--- src/rtl/cap_lsu_pkg.sv ---
package cap_lsu_pkg;

  ////////////////////////////////////////////////////////////////////////////
  // Basic widths
  ////////////////////////////////////////////////////////////////////////////

  typedef logic [31:0] addr_t;
  typedef logic [31:0] data_t;
  typedef logic [3:0]  be_t;

  // One bit wider than an address so a capability can span all of memory
  typedef logic [32:0] cap_len_t;

  ////////////////////////////////////////////////////////////////////////////
  // Capability permissions
  ////////////////////////////////////////////////////////////////////////////

  typedef logic [1:0] cap_perms_t;

  localparam int unsigned PermLoadBit  = 0;
  localparam int unsigned PermStoreBit = 1;

  ////////////////////////////////////////////////////////////////////////////
  // Access size and exception encodings
  ////////////////////////////////////////////////////////////////////////////

  typedef logic [1:0] access_size_t;

  // Encoding 3 is reserved and handled as a word
  localparam access_size_t SizeWord = 2'd0;
  localparam access_size_t SizeHalf = 2'd1;
  localparam access_size_t SizeByte = 2'd2;

  typedef logic [2:0] exc_code_t;

  localparam exc_code_t ExcNone      = 3'd0;
  localparam exc_code_t ExcTag       = 3'd1;
  localparam exc_code_t ExcPermLoad  = 3'd2;
  localparam exc_code_t ExcPermStore = 3'd3;
  localparam exc_code_t ExcBounds    = 3'd4;
  localparam exc_code_t ExcAlign     = 3'd5;
  localparam exc_code_t ExcBus       = 3'd6;

  ////////////////////////////////////////////////////////////////////////////
  // Memory port FSM
  ////////////////////////////////////////////////////////////////////////////

  typedef enum logic [1:0] {
    PortIdle,
    PortWaitGnt,
    PortWaitRvalid
  } mem_port_state_e;

endpackage

--- src/rtl/lsu_req_if.sv ---
interface lsu_req_if;

  logic                      valid;
  logic                      ready;
  logic                      we;
  cap_lsu_pkg::access_size_t size;
  cap_lsu_pkg::addr_t        addr;
  cap_lsu_pkg::be_t          be;
  cap_lsu_pkg::data_t        wdata;
  // ExcNone for an access that may go to the bus
  cap_lsu_pkg::exc_code_t    exc;

  // Bounds checker side
  modport chk (
    output valid, we, size, addr, be, wdata, exc,
    input  ready
  );

  // Memory port side
  modport port (
    input  valid, we, size, addr, be, wdata, exc,
    output ready
  );

endinterface

--- src/rtl/cap_bounds_checker.sv ---
module cap_bounds_checker (
  input  logic                      clk,
  input  logic                      rst_ni,
  input  logic                      req_valid_i,
  output logic                      req_ready_o,
  input  logic                      req_we_i,
  input  cap_lsu_pkg::access_size_t req_size_i,
  input  cap_lsu_pkg::addr_t        req_addr_i,
  input  cap_lsu_pkg::data_t        req_wdata_i,
  input  cap_lsu_pkg::addr_t        cap_base_i,
  input  cap_lsu_pkg::cap_len_t     cap_length_i,
  input  cap_lsu_pkg::cap_perms_t   cap_perms_i,
  input  logic                      cap_tag_i,
  lsu_req_if.chk                    out_o
);

  logic                   en_q;
  logic                   valid_q;
  logic                   req_fire;
  logic [2:0]             nbytes;
  cap_lsu_pkg::be_t       size_mask;
  logic                   misaligned;
  logic [33:0]            acc_end;
  logic [33:0]            cap_end;
  logic                   out_of_bounds;
  cap_lsu_pkg::exc_code_t exc_d;

  ////////////////////////////////////////////////////////////////////////////
  // Capability check
  ////////////////////////////////////////////////////////////////////////////

  always_comb begin
    case (req_size_i)
      cap_lsu_pkg::SizeByte: begin
        nbytes    = 3'd1;
        size_mask = 4'b0001;
      end
      cap_lsu_pkg::SizeHalf: begin
        nbytes    = 3'd2;
        size_mask = 4'b0011;
      end
      default: begin
        nbytes    = 3'd4;
        size_mask = 4'b1111;
      end
    endcase
  end

  assign misaligned = (req_size_i == cap_lsu_pkg::SizeHalf) ? req_addr_i[0] :
                      (req_size_i == cap_lsu_pkg::SizeByte) ? 1'b0 :
                      (req_addr_i[1:0] != 2'b00);

  // End points are exclusive, kept in 34 bits so base plus length never wraps
  assign acc_end       = {2'b00, req_addr_i} + {31'b0, nbytes};
  assign cap_end       = {2'b00, cap_base_i} + {1'b0, cap_length_i};
  assign out_of_bounds = (req_addr_i < cap_base_i) || (acc_end > cap_end);

  // First failing test wins
  always_comb begin
    if (!cap_tag_i) begin
      exc_d = cap_lsu_pkg::ExcTag;
    end else if (req_we_i && !cap_perms_i[cap_lsu_pkg::PermStoreBit]) begin
      exc_d = cap_lsu_pkg::ExcPermStore;
    end else if (!req_we_i && !cap_perms_i[cap_lsu_pkg::PermLoadBit]) begin
      exc_d = cap_lsu_pkg::ExcPermLoad;
    end else if (misaligned) begin
      exc_d = cap_lsu_pkg::ExcAlign;
    end else if (out_of_bounds) begin
      exc_d = cap_lsu_pkg::ExcBounds;
    end else begin
      exc_d = cap_lsu_pkg::ExcNone;
    end
  end

  ////////////////////////////////////////////////////////////////////////////
  // Request register
  ////////////////////////////////////////////////////////////////////////////

  // Closed in reset and for the first cycle after it
  assign req_ready_o = en_q & (~valid_q | out_o.ready);
  assign req_fire    = req_valid_i & req_ready_o;

  always_ff @(posedge clk or negedge rst_ni) begin
    if (!rst_ni) begin
      en_q    <= 1'b0;
      valid_q <= 1'b0;
    end else begin
      en_q <= 1'b1;
      if (req_ready_o) begin
        valid_q <= req_valid_i;
      end
    end
  end

  always_ff @(posedge clk) begin
    if (req_fire) begin
      out_o.we    <= req_we_i;
      out_o.size  <= req_size_i;
      out_o.addr  <= req_addr_i;
      out_o.be    <= size_mask << req_addr_i[1:0];
      out_o.wdata <= req_wdata_i << {req_addr_i[1:0], 3'b000};
      out_o.exc   <= exc_d;
    end
  end

  assign out_o.valid = valid_q;

endmodule

--- src/rtl/cap_lsu_top.sv ---
module cap_lsu_top #(
  parameter int unsigned TraceOrderWidth = 64
) (
  input  logic                       clk,
  input  logic                       rst_ni,

  // Request with its capability
  input  logic                       req_valid_i,
  output logic                       req_ready_o,
  input  logic                       req_we_i,
  input  cap_lsu_pkg::access_size_t  req_size_i,
  input  cap_lsu_pkg::addr_t         req_addr_i,
  input  cap_lsu_pkg::data_t         req_wdata_i,
  input  cap_lsu_pkg::addr_t         cap_base_i,
  input  cap_lsu_pkg::cap_len_t      cap_length_i,
  input  cap_lsu_pkg::cap_perms_t    cap_perms_i,
  input  logic                       cap_tag_i,

  // Response, no back-pressure
  output logic                       resp_valid_o,
  output cap_lsu_pkg::data_t         resp_rdata_o,
  output cap_lsu_pkg::exc_code_t     resp_exc_o,

  // Data bus
  output logic                       data_req_o,
  input  logic                       data_gnt_i,
  input  logic                       data_rvalid_i,
  input  logic                       data_err_i,
  output logic                       data_we_o,
  output cap_lsu_pkg::be_t           data_be_o,
  output cap_lsu_pkg::addr_t         data_addr_o,
  output cap_lsu_pkg::data_t         data_wdata_o,
  input  cap_lsu_pkg::data_t         data_rdata_i,

  // Retirement trace
  output logic                       trace_valid_o,
  output logic [TraceOrderWidth-1:0] trace_order_o,
  output cap_lsu_pkg::addr_t         trace_addr_o,
  output cap_lsu_pkg::be_t           trace_rmask_o,
  output cap_lsu_pkg::be_t           trace_wmask_o,
  output cap_lsu_pkg::data_t         trace_rdata_o,
  output cap_lsu_pkg::data_t         trace_wdata_o,
  output logic                       trace_trap_o,

  output logic                       busy_o
);

  cap_lsu_pkg::addr_t resp_addr;
  cap_lsu_pkg::be_t   resp_be;
  logic               resp_we;
  cap_lsu_pkg::data_t resp_wdata;
  logic               port_idle;
  logic               busy_d;
  logic               busy_q;

  lsu_req_if u_req_if ();

  ////////////////////////////////////////////////////////////////////////////
  // Checker stage and memory port
  ////////////////////////////////////////////////////////////////////////////

  cap_bounds_checker u_checker (
    .clk          (clk),
    .rst_ni       (rst_ni),
    .req_valid_i  (req_valid_i),
    .req_ready_o  (req_ready_o),
    .req_we_i     (req_we_i),
    .req_size_i   (req_size_i),
    .req_addr_i   (req_addr_i),
    .req_wdata_i  (req_wdata_i),
    .cap_base_i   (cap_base_i),
    .cap_length_i (cap_length_i),
    .cap_perms_i  (cap_perms_i),
    .cap_tag_i    (cap_tag_i),
    .out_o        (u_req_if.chk)
  );

  data_mem_port u_port (
    .clk           (clk),
    .rst_ni        (rst_ni),
    .in_i          (u_req_if.port),
    .data_req_o    (data_req_o),
    .data_gnt_i    (data_gnt_i),
    .data_rvalid_i (data_rvalid_i),
    .data_err_i    (data_err_i),
    .data_we_o     (data_we_o),
    .data_be_o     (data_be_o),
    .data_addr_o   (data_addr_o),
    .data_wdata_o  (data_wdata_o),
    .data_rdata_i  (data_rdata_i),
    .resp_valid_o  (resp_valid_o),
    .resp_exc_o    (resp_exc_o),
    .resp_rdata_o  (resp_rdata_o),
    .resp_addr_o   (resp_addr),
    .resp_be_o     (resp_be),
    .resp_we_o     (resp_we),
    .resp_wdata_o  (resp_wdata),
    .idle_o        (port_idle)
  );

  mem_trace #(
    .TraceOrderWidth (TraceOrderWidth)
  ) u_trace (
    .clk           (clk),
    .rst_ni        (rst_ni),
    .resp_valid_i  (resp_valid_o),
    .resp_exc_i    (resp_exc_o),
    .resp_rdata_i  (resp_rdata_o),
    .resp_addr_i   (resp_addr),
    .resp_be_i     (resp_be),
    .resp_we_i     (resp_we),
    .resp_wdata_i  (resp_wdata),
    .trace_valid_o (trace_valid_o),
    .trace_order_o (trace_order_o),
    .trace_addr_o  (trace_addr_o),
    .trace_rmask_o (trace_rmask_o),
    .trace_wmask_o (trace_wmask_o),
    .trace_rdata_o (trace_rdata_o),
    .trace_wdata_o (trace_wdata_o),
    .trace_trap_o  (trace_trap_o)
  );

  ////////////////////////////////////////////////////////////////////////////
  // Busy flag
  ////////////////////////////////////////////////////////////////////////////

  // Held item or bus access in flight, seen one cycle late
  assign busy_d = u_req_if.valid | ~port_idle;

  always_ff @(posedge clk or negedge rst_ni) begin
    if (!rst_ni) begin
      busy_q <= 1'b0;
    end else begin
      busy_q <= busy_d;
    end
  end

  assign busy_o = busy_q;

endmodule

--- src/rtl/data_mem_port.sv ---
module data_mem_port (
  input  logic                   clk,
  input  logic                   rst_ni,
  lsu_req_if.port                in_i,

  // Data bus
  output logic                   data_req_o,
  input  logic                   data_gnt_i,
  input  logic                   data_rvalid_i,
  input  logic                   data_err_i,
  output logic                   data_we_o,
  output cap_lsu_pkg::be_t       data_be_o,
  output cap_lsu_pkg::addr_t     data_addr_o,
  output cap_lsu_pkg::data_t     data_wdata_o,
  input  cap_lsu_pkg::data_t     data_rdata_i,

  // Response
  output logic                   resp_valid_o,
  output cap_lsu_pkg::exc_code_t resp_exc_o,
  output cap_lsu_pkg::data_t     resp_rdata_o,
  output cap_lsu_pkg::addr_t     resp_addr_o,
  output cap_lsu_pkg::be_t       resp_be_o,
  output logic                   resp_we_o,
  output cap_lsu_pkg::data_t     resp_wdata_o,
  output logic                   idle_o
);

  cap_lsu_pkg::mem_port_state_e state_q;
  cap_lsu_pkg::mem_port_state_e state_d;

  logic                      accept;
  logic                      refused;
  logic                      bus_done;
  logic                      resp_valid_q;
  cap_lsu_pkg::exc_code_t    resp_exc_q;
  cap_lsu_pkg::data_t        resp_rdata_q;
  cap_lsu_pkg::data_t        rdata_shift;
  cap_lsu_pkg::data_t        rdata_ext;

  // Payload of the item in service
  logic                      we_q;
  cap_lsu_pkg::access_size_t size_q;
  cap_lsu_pkg::addr_t        addr_q;
  cap_lsu_pkg::be_t          be_q;
  cap_lsu_pkg::data_t        wdata_q;

  assign in_i.ready = (state_q == cap_lsu_pkg::PortIdle);
  assign accept     = in_i.valid & in_i.ready;
  assign refused    = accept & (in_i.exc != cap_lsu_pkg::ExcNone);
  assign bus_done   = (state_q == cap_lsu_pkg::PortWaitRvalid) & data_rvalid_i;

  ////////////////////////////////////////////////////////////////////////////
  // Bus FSM
  ////////////////////////////////////////////////////////////////////////////

  always_comb begin
    state_d = state_q;
    case (state_q)
      cap_lsu_pkg::PortIdle: begin
        // Refused items stay here and answer without the bus
        if (accept && !refused) begin
          state_d = cap_lsu_pkg::PortWaitGnt;
        end
      end
      cap_lsu_pkg::PortWaitGnt: begin
        if (data_gnt_i) begin
          state_d = cap_lsu_pkg::PortWaitRvalid;
        end
      end
      cap_lsu_pkg::PortWaitRvalid: begin
        if (data_rvalid_i) begin
          state_d = cap_lsu_pkg::PortIdle;
        end
      end
      default: state_d = cap_lsu_pkg::PortIdle;
    endcase
  end

  always_ff @(posedge clk or negedge rst_ni) begin
    if (!rst_ni) begin
      state_q      <= cap_lsu_pkg::PortIdle;
      resp_valid_q <= 1'b0;
    end else begin
      state_q      <= state_d;
      resp_valid_q <= refused | bus_done;
    end
  end

  always_ff @(posedge clk) begin
    if (accept) begin
      we_q    <= in_i.we;
      size_q  <= in_i.size;
      addr_q  <= in_i.addr;
      be_q    <= in_i.be;
      wdata_q <= in_i.wdata;
    end
  end

  // Held steady from the request until the grant
  assign data_req_o   = (state_q == cap_lsu_pkg::PortWaitGnt);
  assign data_we_o    = we_q;
  assign data_be_o    = be_q;
  assign data_addr_o  = {addr_q[31:2], 2'b00};
  assign data_wdata_o = wdata_q;

  ////////////////////////////////////////////////////////////////////////////
  // Response
  ////////////////////////////////////////////////////////////////////////////

  assign rdata_shift = data_rdata_i >> {addr_q[1:0], 3'b000};

  always_comb begin
    case (size_q)
      cap_lsu_pkg::SizeByte: rdata_ext = {24'b0, rdata_shift[7:0]};
      cap_lsu_pkg::SizeHalf: rdata_ext = {16'b0, rdata_shift[15:0]};
      default:               rdata_ext = rdata_shift;
    endcase
  end

  always_ff @(posedge clk) begin
    if (refused) begin
      resp_exc_q   <= in_i.exc;
      resp_rdata_q <= '0;
    end else if (bus_done) begin
      resp_exc_q   <= data_err_i ? cap_lsu_pkg::ExcBus : cap_lsu_pkg::ExcNone;
      // Stores and failed loads return zero
      resp_rdata_q <= (we_q || data_err_i) ? '0 : rdata_ext;
    end
  end

  assign resp_valid_o = resp_valid_q;
  assign resp_exc_o   = resp_exc_q;
  assign resp_rdata_o = resp_rdata_q;
  assign resp_addr_o  = addr_q;
  assign resp_be_o    = be_q;
  assign resp_we_o    = we_q;
  assign resp_wdata_o = wdata_q;
  assign idle_o       = (state_q == cap_lsu_pkg::PortIdle);

endmodule

--- src/rtl/mem_trace.sv ---
module mem_trace #(
  parameter int unsigned TraceOrderWidth = 64
) (
  input  logic                       clk,
  input  logic                       rst_ni,

  input  logic                       resp_valid_i,
  input  cap_lsu_pkg::exc_code_t     resp_exc_i,
  input  cap_lsu_pkg::data_t         resp_rdata_i,
  input  cap_lsu_pkg::addr_t         resp_addr_i,
  input  cap_lsu_pkg::be_t           resp_be_i,
  input  logic                       resp_we_i,
  input  cap_lsu_pkg::data_t         resp_wdata_i,

  output logic                       trace_valid_o,
  output logic [TraceOrderWidth-1:0] trace_order_o,
  output cap_lsu_pkg::addr_t         trace_addr_o,
  output cap_lsu_pkg::be_t           trace_rmask_o,
  output cap_lsu_pkg::be_t           trace_wmask_o,
  output cap_lsu_pkg::data_t         trace_rdata_o,
  output cap_lsu_pkg::data_t         trace_wdata_o,
  output logic                       trace_trap_o
);

  // Order of a record is the number of records emitted before it
  always_ff @(posedge clk or negedge rst_ni) begin
    if (!rst_ni) begin
      trace_valid_o <= 1'b0;
      trace_order_o <= '0;
    end else begin
      trace_valid_o <= resp_valid_i;
      trace_order_o <= trace_order_o + TraceOrderWidth'(trace_valid_o);
    end
  end

  // Record payload
  always_ff @(posedge clk) begin
    if (resp_valid_i) begin
      trace_addr_o  <= resp_addr_i;
      trace_rmask_o <= resp_we_i ? 4'b0000 : resp_be_i;
      trace_wmask_o <= resp_we_i ? resp_be_i : 4'b0000;
      trace_rdata_o <= resp_rdata_i;
      trace_wdata_o <= resp_we_i ? resp_wdata_i : '0;
      trace_trap_o  <= (resp_exc_i != cap_lsu_pkg::ExcNone);
    end
  end

endmodule

--- config.mk ---
export PLATFORM = sky130hd
export DESIGN_NAME = cap_lsu_top
export DESIGN_NICKNAME = d
export VERILOG_FILES = /design/src/rtl/cap_lsu_pkg.sv /design/src/rtl/lsu_req_if.sv /design/src/rtl/cap_bounds_checker.sv /design/src/rtl/cap_lsu_top.sv /design/src/rtl/data_mem_port.sv /design/src/rtl/mem_trace.sv
export SDC_FILE = /design/constraint.sdc
export NUM_CORES = 1
export LEC_CHECK = 0
export BUFFER_PORTS_ARGS = -buffer_cell sky130_fd_sc_hd__buf_2
export CAP_MARGIN = 10
export CORE_MARGIN = 3
export CORE_UTILIZATION = 53
export CTS_CLUSTER_SIZE = 12
export DETAILED_ROUTE_END_ITERATION = 7
export PLACE_DENSITY = 0.8
export SLEW_MARGIN = 20
export SYNTH_ARGS = -nofsm -noshare
export SYNTH_HDL_FRONTEND = slang
export SYNTH_SLANG_ARGS = --single-unit
--- constraint.sdc ---
create_clock -name clk -period 3.52 [get_ports clk]
set_clock_uncertainty 0.2 [all_clocks]
set_input_delay 0.528 -clock clk [delete_from_list [all_inputs] [get_ports clk]]
set_output_delay 0.528 -clock clk [all_outputs]
set_load 0.005 [all_outputs]
After elaboration in Yosys (flattened, before gate mapping):

Cells that the tools add are included.

* add/sub/neg operators: 3
* magnitude comparators: 2
* eq/ne operators: 9
* shifts and indexed selects: 3
* multiplexer cells: 17
* bitwise gates (word level): 11
* reductions and logical operators: 17

Operators with widths (number)
* $add A64 B1 Y64: 1
* $pmux W32 S2: 1
* $add A32 B33 Y34: 1
* $gt A34 B34 Y1: 1
* $add A32 B3 Y33: 1
* $lt A32 B32 Y1: 1
* $mux W32: 1
* $shl A32 B5 Y32: 1
* $shr A32 B5 Y32: 1
* $mux W3: 5
* $mux W2: 5
* $pmux W4 S2: 1
* $eq A2 B1 Y1 const B: 3
* $eq A2 B2 Y1 const B: 3
* $pmux W2 S3: 1
* $pmux W3 S2: 1
* $reduce_bool A3 Y1: 2
* $and A1 B1 Y1: 5
* $logic_not A1 Y1: 4
* $ne A2 B1 Y1 const B: 2
* $reduce_bool A2 Y1: 2
* $shl A4 B2 Y4: 1
* $logic_and A1 B1 Y1: 3
* $not A1 Y1: 3
* 8 further kinds: 12

* register bits: 356
* input bits: 173
* output and inout bits: 278

Depth between registers and ports, before layout:

Gate-level depths: netlist of run 1.

* depth in word-level cells: 9
* mapped depth: 21
* mapped depth without buffers: 21

Cells and area by module:

From an unflattened synthesis of run 1, not the netlist that was laid out.

* cell total of the unflattened synthesis: 1483
* area total of the unflattened synthesis: 18076.1 um2

Modules (own cells, without submodules)
* cap_bounds_checker: times used 1, cells an instance 708, area each 6762.7 um2, seq. area each 2272.2 um2
* mem_trace: times used 1, cells an instance 439, area each 6660.1 um2, seq. area each 4779.6 um2
* data_mem_port: times used 1, cells an instance 334, area each 4621.9 um2, seq. area each 2937.8 um2
* cap_lsu_top: times used 1, cells an instance 2, area each 31.3 um2, seq. area each 25.0 um2

Least setup slack after synthesis of run 1:

Ideal clock, no wire load.

* kind: input to register
* start: input cap_base_i[0]
* end: register u_checker.out_o.exc[2], data pin
* library setup time: 268 ps
* arrival: 4125 ps
* setup slack: -1073 ps
* stages on the path: 20
* cells stage by stage: ha_1 inv_1 fa_1 nand2b_1 a211oi_1 o21ai_0 a21oi_1 a21oi_1 o31ai_1 a31o_2 a311oi_1 xor2_1 ha_1 a21o_1 a21oi_1 a21oi_1 a2111oi_0 nor2_1 o2111ai_1 o211ai_1

* cells in the longest elaborated chain, start to end: 5
* elaborated cells between the ends (all ways): 6
* those cells by class: 1 x add/sub; 2 x order compare; 2 x mux; 1 x reduce/logical

Ends and longest elaborated chain
* start, declared: line cap_lsu_top.sv:14 `input cap_lsu_pkg::addr_t cap_base_i,`
* $add A32 B33 Y34: line cap_bounds_checker.sv:55 `assign cap_end = {2'b00, cap_base_i} + {1'b0, cap_length_i};`
* $gt A34 B34 Y1: line cap_bounds_checker.sv:56 `assign out_of_bounds = (req_addr_i < cap_base_i) || (acc_end > cap_end);`
* $logic_or A1 B1 Y1 *: line cap_bounds_checker.sv:56
* $mux W3 *: line cap_bounds_checker.sv:68 `end else if (out_of_bounds) begin`
* $mux W3 *: line cap_bounds_checker.sv:66 `end else if (misaligned) begin`
* end signal, assigned: line cap_bounds_checker.sv:102 `out_o.exc <= exc_d;`
* end, declared: line lsu_req_if.sv:15 `output valid, we, size, addr, be, wdata, exc,`

Every way passes the cells marked *; elsewhere a longest branch is shown, timed or not.
A chain may end at the register's enable or synchronous reset.

Worst setup path after layout of run 1:

Ends and elaborated chain as after synthesis.

==> results.toml, run 1 <==
[outcome]
status = "complete, but fails checks"
violations = "negative setup slack"

[place]
post-dp-hpwl_um = 36800
io_buffers = 448
gp_congestion = 0.949
place_area_um2 = 20600

[synth]
synth_ff_type = "edfxtp_1"
synth_area_per_cell_um2 = 12.5
yosysSeqAreaShare = 0.591
synthArstFlopShare = 0.199
synth-seq-cells = 356
synth_area_um2 = 16900
synth.distinct_cells = 67
yosysWarningCount = 0
netlist_instances = 1359
synth_edf_count = 253

[layout]
fillers = 2160
fin_nets = 2230
final_cell_mix = "buf_2, edfxtp_1, buf_4"
fin_area_um2 = 22100
drive_above_1_share = 0.371
area_growth_pct = 30.6
layout_commonest_cell = "buf_2"

[worst_setup_path]
critPathMaxStageDelay_ns = 0.38
cpMostUsedCell = "buf_4"
r2r-start = "u_trace.trace_order_o[21]$_DFF_PN0_"
crit_arrival_ns = 4.07
path_class = "primary input to flip-flop"
end_kind = "flip-flop"
start_kind = "primary input"
worstPathRequired_ns = 3.57
rr_endpoint = "u_trace.trace_order_o[50]$_DFF_PN0_"
crit_chain = "buf_6, ha_4, buf_4, a211oi_2, o21bai_2, a21oi_2, a31oi_4, a41oi_2, o221ai_2, buf_4, a221oi_4, buf_4, a311oi_2, ha_1, buf_6, nand2_1, nor4_2, nand2_1, o221ai_2, nor2_1, o2111ai_1, o211ai_1"
ff2ff_path_depth = 9
cp_max_fo = 2
crit_path_start = "cap_base_i[0]"
crit_slowest_cell = "ha_1"
r2r_slack_ns = 0.45

[sta]
rsz0062_at_grt = "yes"
worstMarginPinSlew_ns = 0.966
hold_slack_ns = 0.0477
worst_slack_ns = -0.496
period_minus_slack_ns = 4.02
setup_violations = 1
hold_viol_final = 0
max_freq_mhz = 249
slew_viol_final = 0
maxSlewHeadroom = 0.356
fin_crit_sh = 1.14

[power]
p_leak_nw = 10.1
power_density_nw_per_um2 = 507
ir_drop_mv = 0.386
power_frac_comb = 0.193
seqPwrFrac = 0.474
switchingPower_mw = 3.07
sw_frac_of_total = 0.274
intPower_mw = 8.14
clkPwrFrac = 0.333

[floorplanning]
fp.dieH_um = 185
core.rowCount = 64
dieArea_um2 = 34200
core_area_um2 = 31100
io_pins = 451
start_util = 0.546
die_w_um = 185

[grt]
first_global_vias = 13300
grt_max_degree = 47
track_usage = 0.274
grt_pass1_wl_um = 72500
antenna_found_initial = 5
grt_overflow = 0

[clock_network]
cts_max_path_buffers = 3
cts.sinks = 356
clock_latency_ns = 0.52
cts.clk_slew.worst_paths_ns = 0.06
cts_buffers = 39
htree_levels = 2
cts_root_buf = "clkbuf_16"
cts_tree = "built"

[route]
drc = 0
ant_nets = 0
post_drt_wl_per_cell_um = 20.4
drt-total-wl_um = 48500
routed-via-count = 13100
drt_iter0_drc = 748
drt_pass1_iterations = 4
vias_per_cell = 5.52

[hold_path]
min_path_type = "primary input to flip-flop"
hold_end = "u_checker.out_o.we$_DFFE_PP_"
min_path_cells = 1
min_from = "req_we_i"

[flow_run]
cap_viol_max_count = 0
[worst max path at each step]
stage	end	slack [ns]
global placement	u_checker.out_o.exc[2]$_SDFFCE_PP0P_	-1.26
CTS	u_checker.out_o.exc[2]$_SDFFCE_PP0P_	-0.48
global route	u_checker.out_o.exc[2]$_SDFFCE_PP0P_	-0.74
floorplan	u_checker.out_o.exc[2]$_SDFFCE_PP0P_	-0.78
detailed placement	u_checker.out_o.exc[2]$_SDFFCE_PP0P_	-1.29
finish	u_checker.out_o.exc[2]$_SDFFCE_PP0P_	-0.50
[synth_stat cells (39+ instances only)]
cell / number / area share
nand3_1: 39 / 0.012
dfrtp_1: 71 / 0.10
edfxtp_1: 253 / 0.45
ha_1: 105 / 0.078
inv_1: 56 / 0.012
xnor2_1: 80 / 0.041
a21oi_1: 60 / 0.018
and2_1: 52 / 0.019
nand2_1: 100 / 0.022
o21ai_0: 54 / 0.016
xor2_1: 39 / 0.020
nor2_1: 57 / 0.013
[power groups by stage]
stage / clock network, mW / registers, mW / logic, mW
global route: 3.94 / 5.36 / 2.36
detailed placement: 0 / 5.40 / 2.05
finish: 3.73 / 5.32 / 2.16
floorplan: 0 / 5.44 / 0.935
CTS: 3.79 / 5.32 / 2.12
global placement: 0 / 5.38 / 1.99
[stage by stage]
stage	std cells	util	total power [mW]	TNS, ns	setup WS [ns]
after floorplan	1360	-	6.37	-0.777	-0.777
after global placement	2295	0.662	7.38	-1.26	-1.26
after detailed placement	2295	0.662	7.45	-1.29	-1.29
after CTS	2370	0.707	11.2	-0.483	-0.483
after global routing	2377	0.712	11.7	-0.744	-0.744
final	2378	0.712	11.2	-0.496	-0.496
[worst max-delay path: cells and delay by family]
kind / cells / cell delay (ns)
adders and majority gates: 2 / 0.53
and+or+nand+nor: 4 / 0.38
buffers and inverters: 5 / 0.69
AOI/OAI and AO/OA: 11 / 1.93
[routing by layer]
layer | part of all wire | global-route usage | vias to the layer above
met1 | 0.37 | 0.322 | 6307
li1 | - | - | 6118
met3 | 0.069 | 0.0412 | 135
met4 | 0.051 | 0.129 | 0
met2 | 0.51 | 0.494 | 569
met5 | 0 | 0 | -
[registers in the layout, summed over array words and instances, names as in the netlist, 3 cells and up]
name	count
u_trace.trace_wdata_o	32
u_port.data_wdata_o	32
u_port.resp_exc_o	3
u_trace.trace_addr_o	32
u_checker.out_o.wdata	32
u_trace.trace_order_o	64
u_checker.out_o.addr	32
u_port.data_be_o	4
u_checker.out_o.exc	3
u_port.resp_rdata_o	32
u_trace.trace_wmask_o	4
u_checker.out_o.be	4
u_trace.trace_rmask_o	4
u_trace.trace_rdata_o	32
u_port.resp_addr_o	32
[timing repair]
action                                  CTS  global route
pin swaps                                31            19
endpoints found under the hold margin    45             0
resized for setup                        39            25
endpoints found under the setup margin    1             1
setup buffers                             6             2
hold buffers                              2             0
cloned                                    0             0
[cell families after synthesis]
| logic type | share of synthesized area |
|---|---|
| simple gates | 0.121 |
| compound gates | 0.0909 |
| flops | 0.591 |
| mux | 0.0220 |
| xor+xnor | 0.0615 |
| other cells | 0.000443 |
| fa+ha+maj | 0.0799 |
| buf+inv | 0.0333 |
[area by class of cell]
cell class                      instances  area (µm²)  area share
Multi-Input combinational cell        886        6750       0.305
Tap cell                              396         495      0.0224
Timing Repair Buffer                  611        3490       0.158
Clock inverter                         12        91.3     0.00413
Inverter                               56         211     0.00955
Antenna cell                            6        15.0    0.000678
Clock buffer                           55        1060      0.0478
Sequential cell                       356       10000       0.453
(Power assumes the default switching activity.)
==> run 2, diff against run 1 <==
--- a/config.mk
+++ b/config.mk
@@ -5,13 +5,14 @@
 export SDC_FILE = /design/constraint.sdc
 export NUM_CORES = 1
 export LEC_CHECK = 0
+export ABC_AREA = 1
 export BUFFER_PORTS_ARGS = -buffer_cell sky130_fd_sc_hd__buf_2
 export CAP_MARGIN = 10
 export CORE_MARGIN = 3
-export CORE_UTILIZATION = 53
+export CORE_UTILIZATION = 54
 export CTS_CLUSTER_SIZE = 12
 export DETAILED_ROUTE_END_ITERATION = 7
-export PLACE_DENSITY = 0.8
+export PLACE_DENSITY = 0.81
 export SLEW_MARGIN = 20
 export SYNTH_ARGS = -nofsm -noshare
 export SYNTH_HDL_FRONTEND = slang
==> results.toml, run 2 <==
[worst_setup_path]
crit_arrival_ns = 3.72
path_class = "primary input to flip-flop"
crit_slowest_cell = "ha_1"
rr_endpoint = "u_trace.trace_order_o[60]$_DFF_PN0_"
cp_max_fo = 4
end_kind = "flip-flop"
critPathMaxStageDelay_ns = 0.30
cp_top_family = "simple AND/OR/NAND/NOR gates"
path_buf_inv = 2
worstPathRequired_ns = 3.67
start_kind = "primary input"
r2r_slack_ns = 0.65
ff2ff_path_depth = 12
cpMostUsedCell = "nand2_1"
r2r-start = "u_trace.trace_valid_o$_DFF_PN0_"

[sta]
setup_violations = 1
worst_slack_ns = -0.0497
fin_crit_sh = 1.01
period_minus_slack_ns = 3.57
maxSlewHeadroom = 0.264
slew_viol_final = 0
hold_slack_ns = 0.0507
worstMarginPinSlew_ns = 1.10
rsz0062_at_grt = "yes"
max_freq_mhz = 280
hold_viol_final = 0

[grt]
first_global_vias = 14700
grt_overflow = 0
antenna_found_initial = 6
grt_pass1_wl_um = 79100
grt_max_degree = 75
track_usage = 0.283

[layout]
largest_reg_flops = 64
layout.cells.non_filler = 2779
multi_input_area_um2 = 6860
seq_area_um2 = 10000
regMostFlops = "u_trace.trace_order_o"
fillers = 2458
drive_above_1_share = 0.304
layout_commonest_cell = "buf_2"
area_growth_pct = 26.5
final_cell_mix = "buf_2, nand2_1, edfxtp_1"
fin_nets = 2583

[power]
sw_frac_of_total = 0.277
switchingPower_mw = 3.07
total_power_mw = 11.1
clkPwrFrac = 0.327
power_frac_comb = 0.191
intPower_mw = 7.99
seqPwrFrac = 0.483
ir_drop_mv = 0.339
p_leak_nw = 10.7
power_density_nw_per_um2 = 486

[floorplanning]
start_util = 0.550
dieArea_um2 = 35500
die_w_um = 189
fp.dieH_um = 189
core_area_um2 = 32700
core.rowCount = 66
io_pins = 451

[clock_network]
cts_root_buf = "clkbuf_16"
htree_levels = 2
cts_buffers = 38
cts_tree = "built"
clock_latency_ns = 0.52
cts_max_path_buffers = 3
cts.sinks = 356
cts.clk_slew.worst_paths_ns = 0.05

[synth]
synth_area_um2 = 18000
yosysTopAreaCell = "edfxtp_1"
synth-seq-cells = 356
synthArstFlopShare = 0.199
netlist_instances = 1742
synth_edf_count = 253
yosysSeqAreaShare = 0.557
ys_top_cells_by_area = "edfxtp_1, dfrtp_1, ha_1, nand2_1, inv_1"
yosysWarningCount = 0
netlist_top_cells_count = "nand2_1, edfxtp_1, inv_1"
synth_top_area_frac = 0.422
synthMostInstantiatedCell = "nand2_1"
synth_area_per_cell_um2 = 10.3
synth.distinct_cells = 53
synth_ff_type = "edfxtp_1"

[route]
vias_per_cell = 5.41
ant_nets = 0
drt_iter0_drc = 1142
drt_pass1_iterations = 5
routed-via-count = 15000
drc = 0
drt-total-wl_um = 52000
post_drt_wl_per_cell_um = 18.7

[outcome]
status = "complete, but fails checks"
violations = "negative setup slack"

[place]
post-dp-hpwl_um = 41100
dp_cells = 2703
post-place-ws_ns = -0.648
gp_congestion = 0.966
io_buffers = 448

[hold_path]
min_path_cells = 1
hold_end = "u_checker.out_o.we$_DFFE_PP_"
min_from = "req_we_i"
min_path_type = "primary input to flip-flop"

[flow_run]
cap_viol_max_count = 0
-- run 2: cell types whose count changed in the layout (fill, tap and decap cells not counted), moves of 31 or more --
cell     change
a21oi_1     +33
and2_1      -52
inv_1      +182
mux2i_1     -35
nand2_1    +178
nand3_1     +33
nor2_1      +80
nor3_1      +31
xnor2_1     -43
xor2_1      +46
-- run 2: final cells by class --
class / instances / share of cell area
multi-input combinational: 1087 / 0.301
inverter: 238 / 0.0393
sequential: 356 / 0.440
antenna: 6 / 0.000659
timing repair buffer: 582 / 0.145
clock buffer: 57 / 0.0458
clock inverter: 11 / 0.00341
tap: 442 / 0.0243
-- run 2: routing by layer --
layer | share of wire | wire length [µm] | track usage
met2 | 0.49 | 25700 | 0.487
met5 | 0 | 0 | 0
met3 | 0.077 | 3980 | 0.0435
met1 | 0.39 | 20200 | 0.356
met4 | 0.041 | 2120 | 0.124
-- run 2: repair_timing --
item / CTS / global route
hold endpoints to repair: 32 / 0
setup endpoints to repair: 1 / 1
pin swaps: 2 / 12
gates resized for setup: 3 / 19
setup buffers: 1 / 0
hold buffers: 1 / 0
-- run 2: metrics by stage --
step | TNS, ns | cell area (µm²) | util
after CTS | 0 | 22700 | 0.694
after global placement | -0.515 | 21500 | 0.659
after detailed placement | -0.648 | 21500 | 0.659
after floorplan | -0.207 | 18000 | -
final | -0.0497 | 22800 | 0.696
after global routing | -0.306 | 22800 | 0.696
-- run 2: how the worst max path moves through the flow --
| stage | from | end | depth (start not counted) |
|---|---|---|---|
| 6_report | req_size_i[0] | u_checker.out_o.exc[2]$_SDFFCE_PP0P_ | 29 |
| 2_1_floorplan | req_size_i[0] | u_checker.out_o.exc[2]$_SDFFCE_PP0P_ | 29 |
| 4_1_cts | req_size_i[0] | u_checker.out_o.exc[2]$_SDFFCE_PP0P_ | 25 |
| 3_3_place_gp | req_size_i[0] | u_checker.out_o.exc[2]$_SDFFCE_PP0P_ | 30 |
| 3_5_place_dp | req_size_i[0] | u_checker.out_o.exc[2]$_SDFFCE_PP0P_ | 30 |
| 5_1_grt | req_size_i[0] | u_checker.out_o.exc[2]$_SDFFCE_PP0P_ | 31 |
-- run 2: cell families after synthesis --
| family | share of synthesized area |
|---|---|
| AOI/OAI and AO/OA | 0.0761 |
| xor gates and xnor gates | 0.0594 |
| adders and majority gates | 0.0752 |
| buffers and inverters | 0.0693 |
| DFF | 0.557 |
| other | 0.000417 |
| and+or+nand+nor | 0.163 |
-- run 2: power by group through the flow --
stage          clock network, mW  registers, mW  logic [mW]
2_1_floorplan                  0           5.44       0.975
3_5_place_dp                   0           5.42        2.08
5_1_grt                     3.84           5.37        2.32
4_1_cts                     3.67           5.34        2.09
6_report                    3.61           5.33        2.11
3_3_place_gp                   0           5.40        2.03
-- run 2: worst register-to-register path, delay by kind of cell, from the launching register on --
kind                     cells  cell delay [ns]
XOR/XNOR                     1             0.17
adder cells (fa/ha/maj)      2             0.55
flip-flops                   1             0.35
AND/OR/NAND/NOR              9             1.45
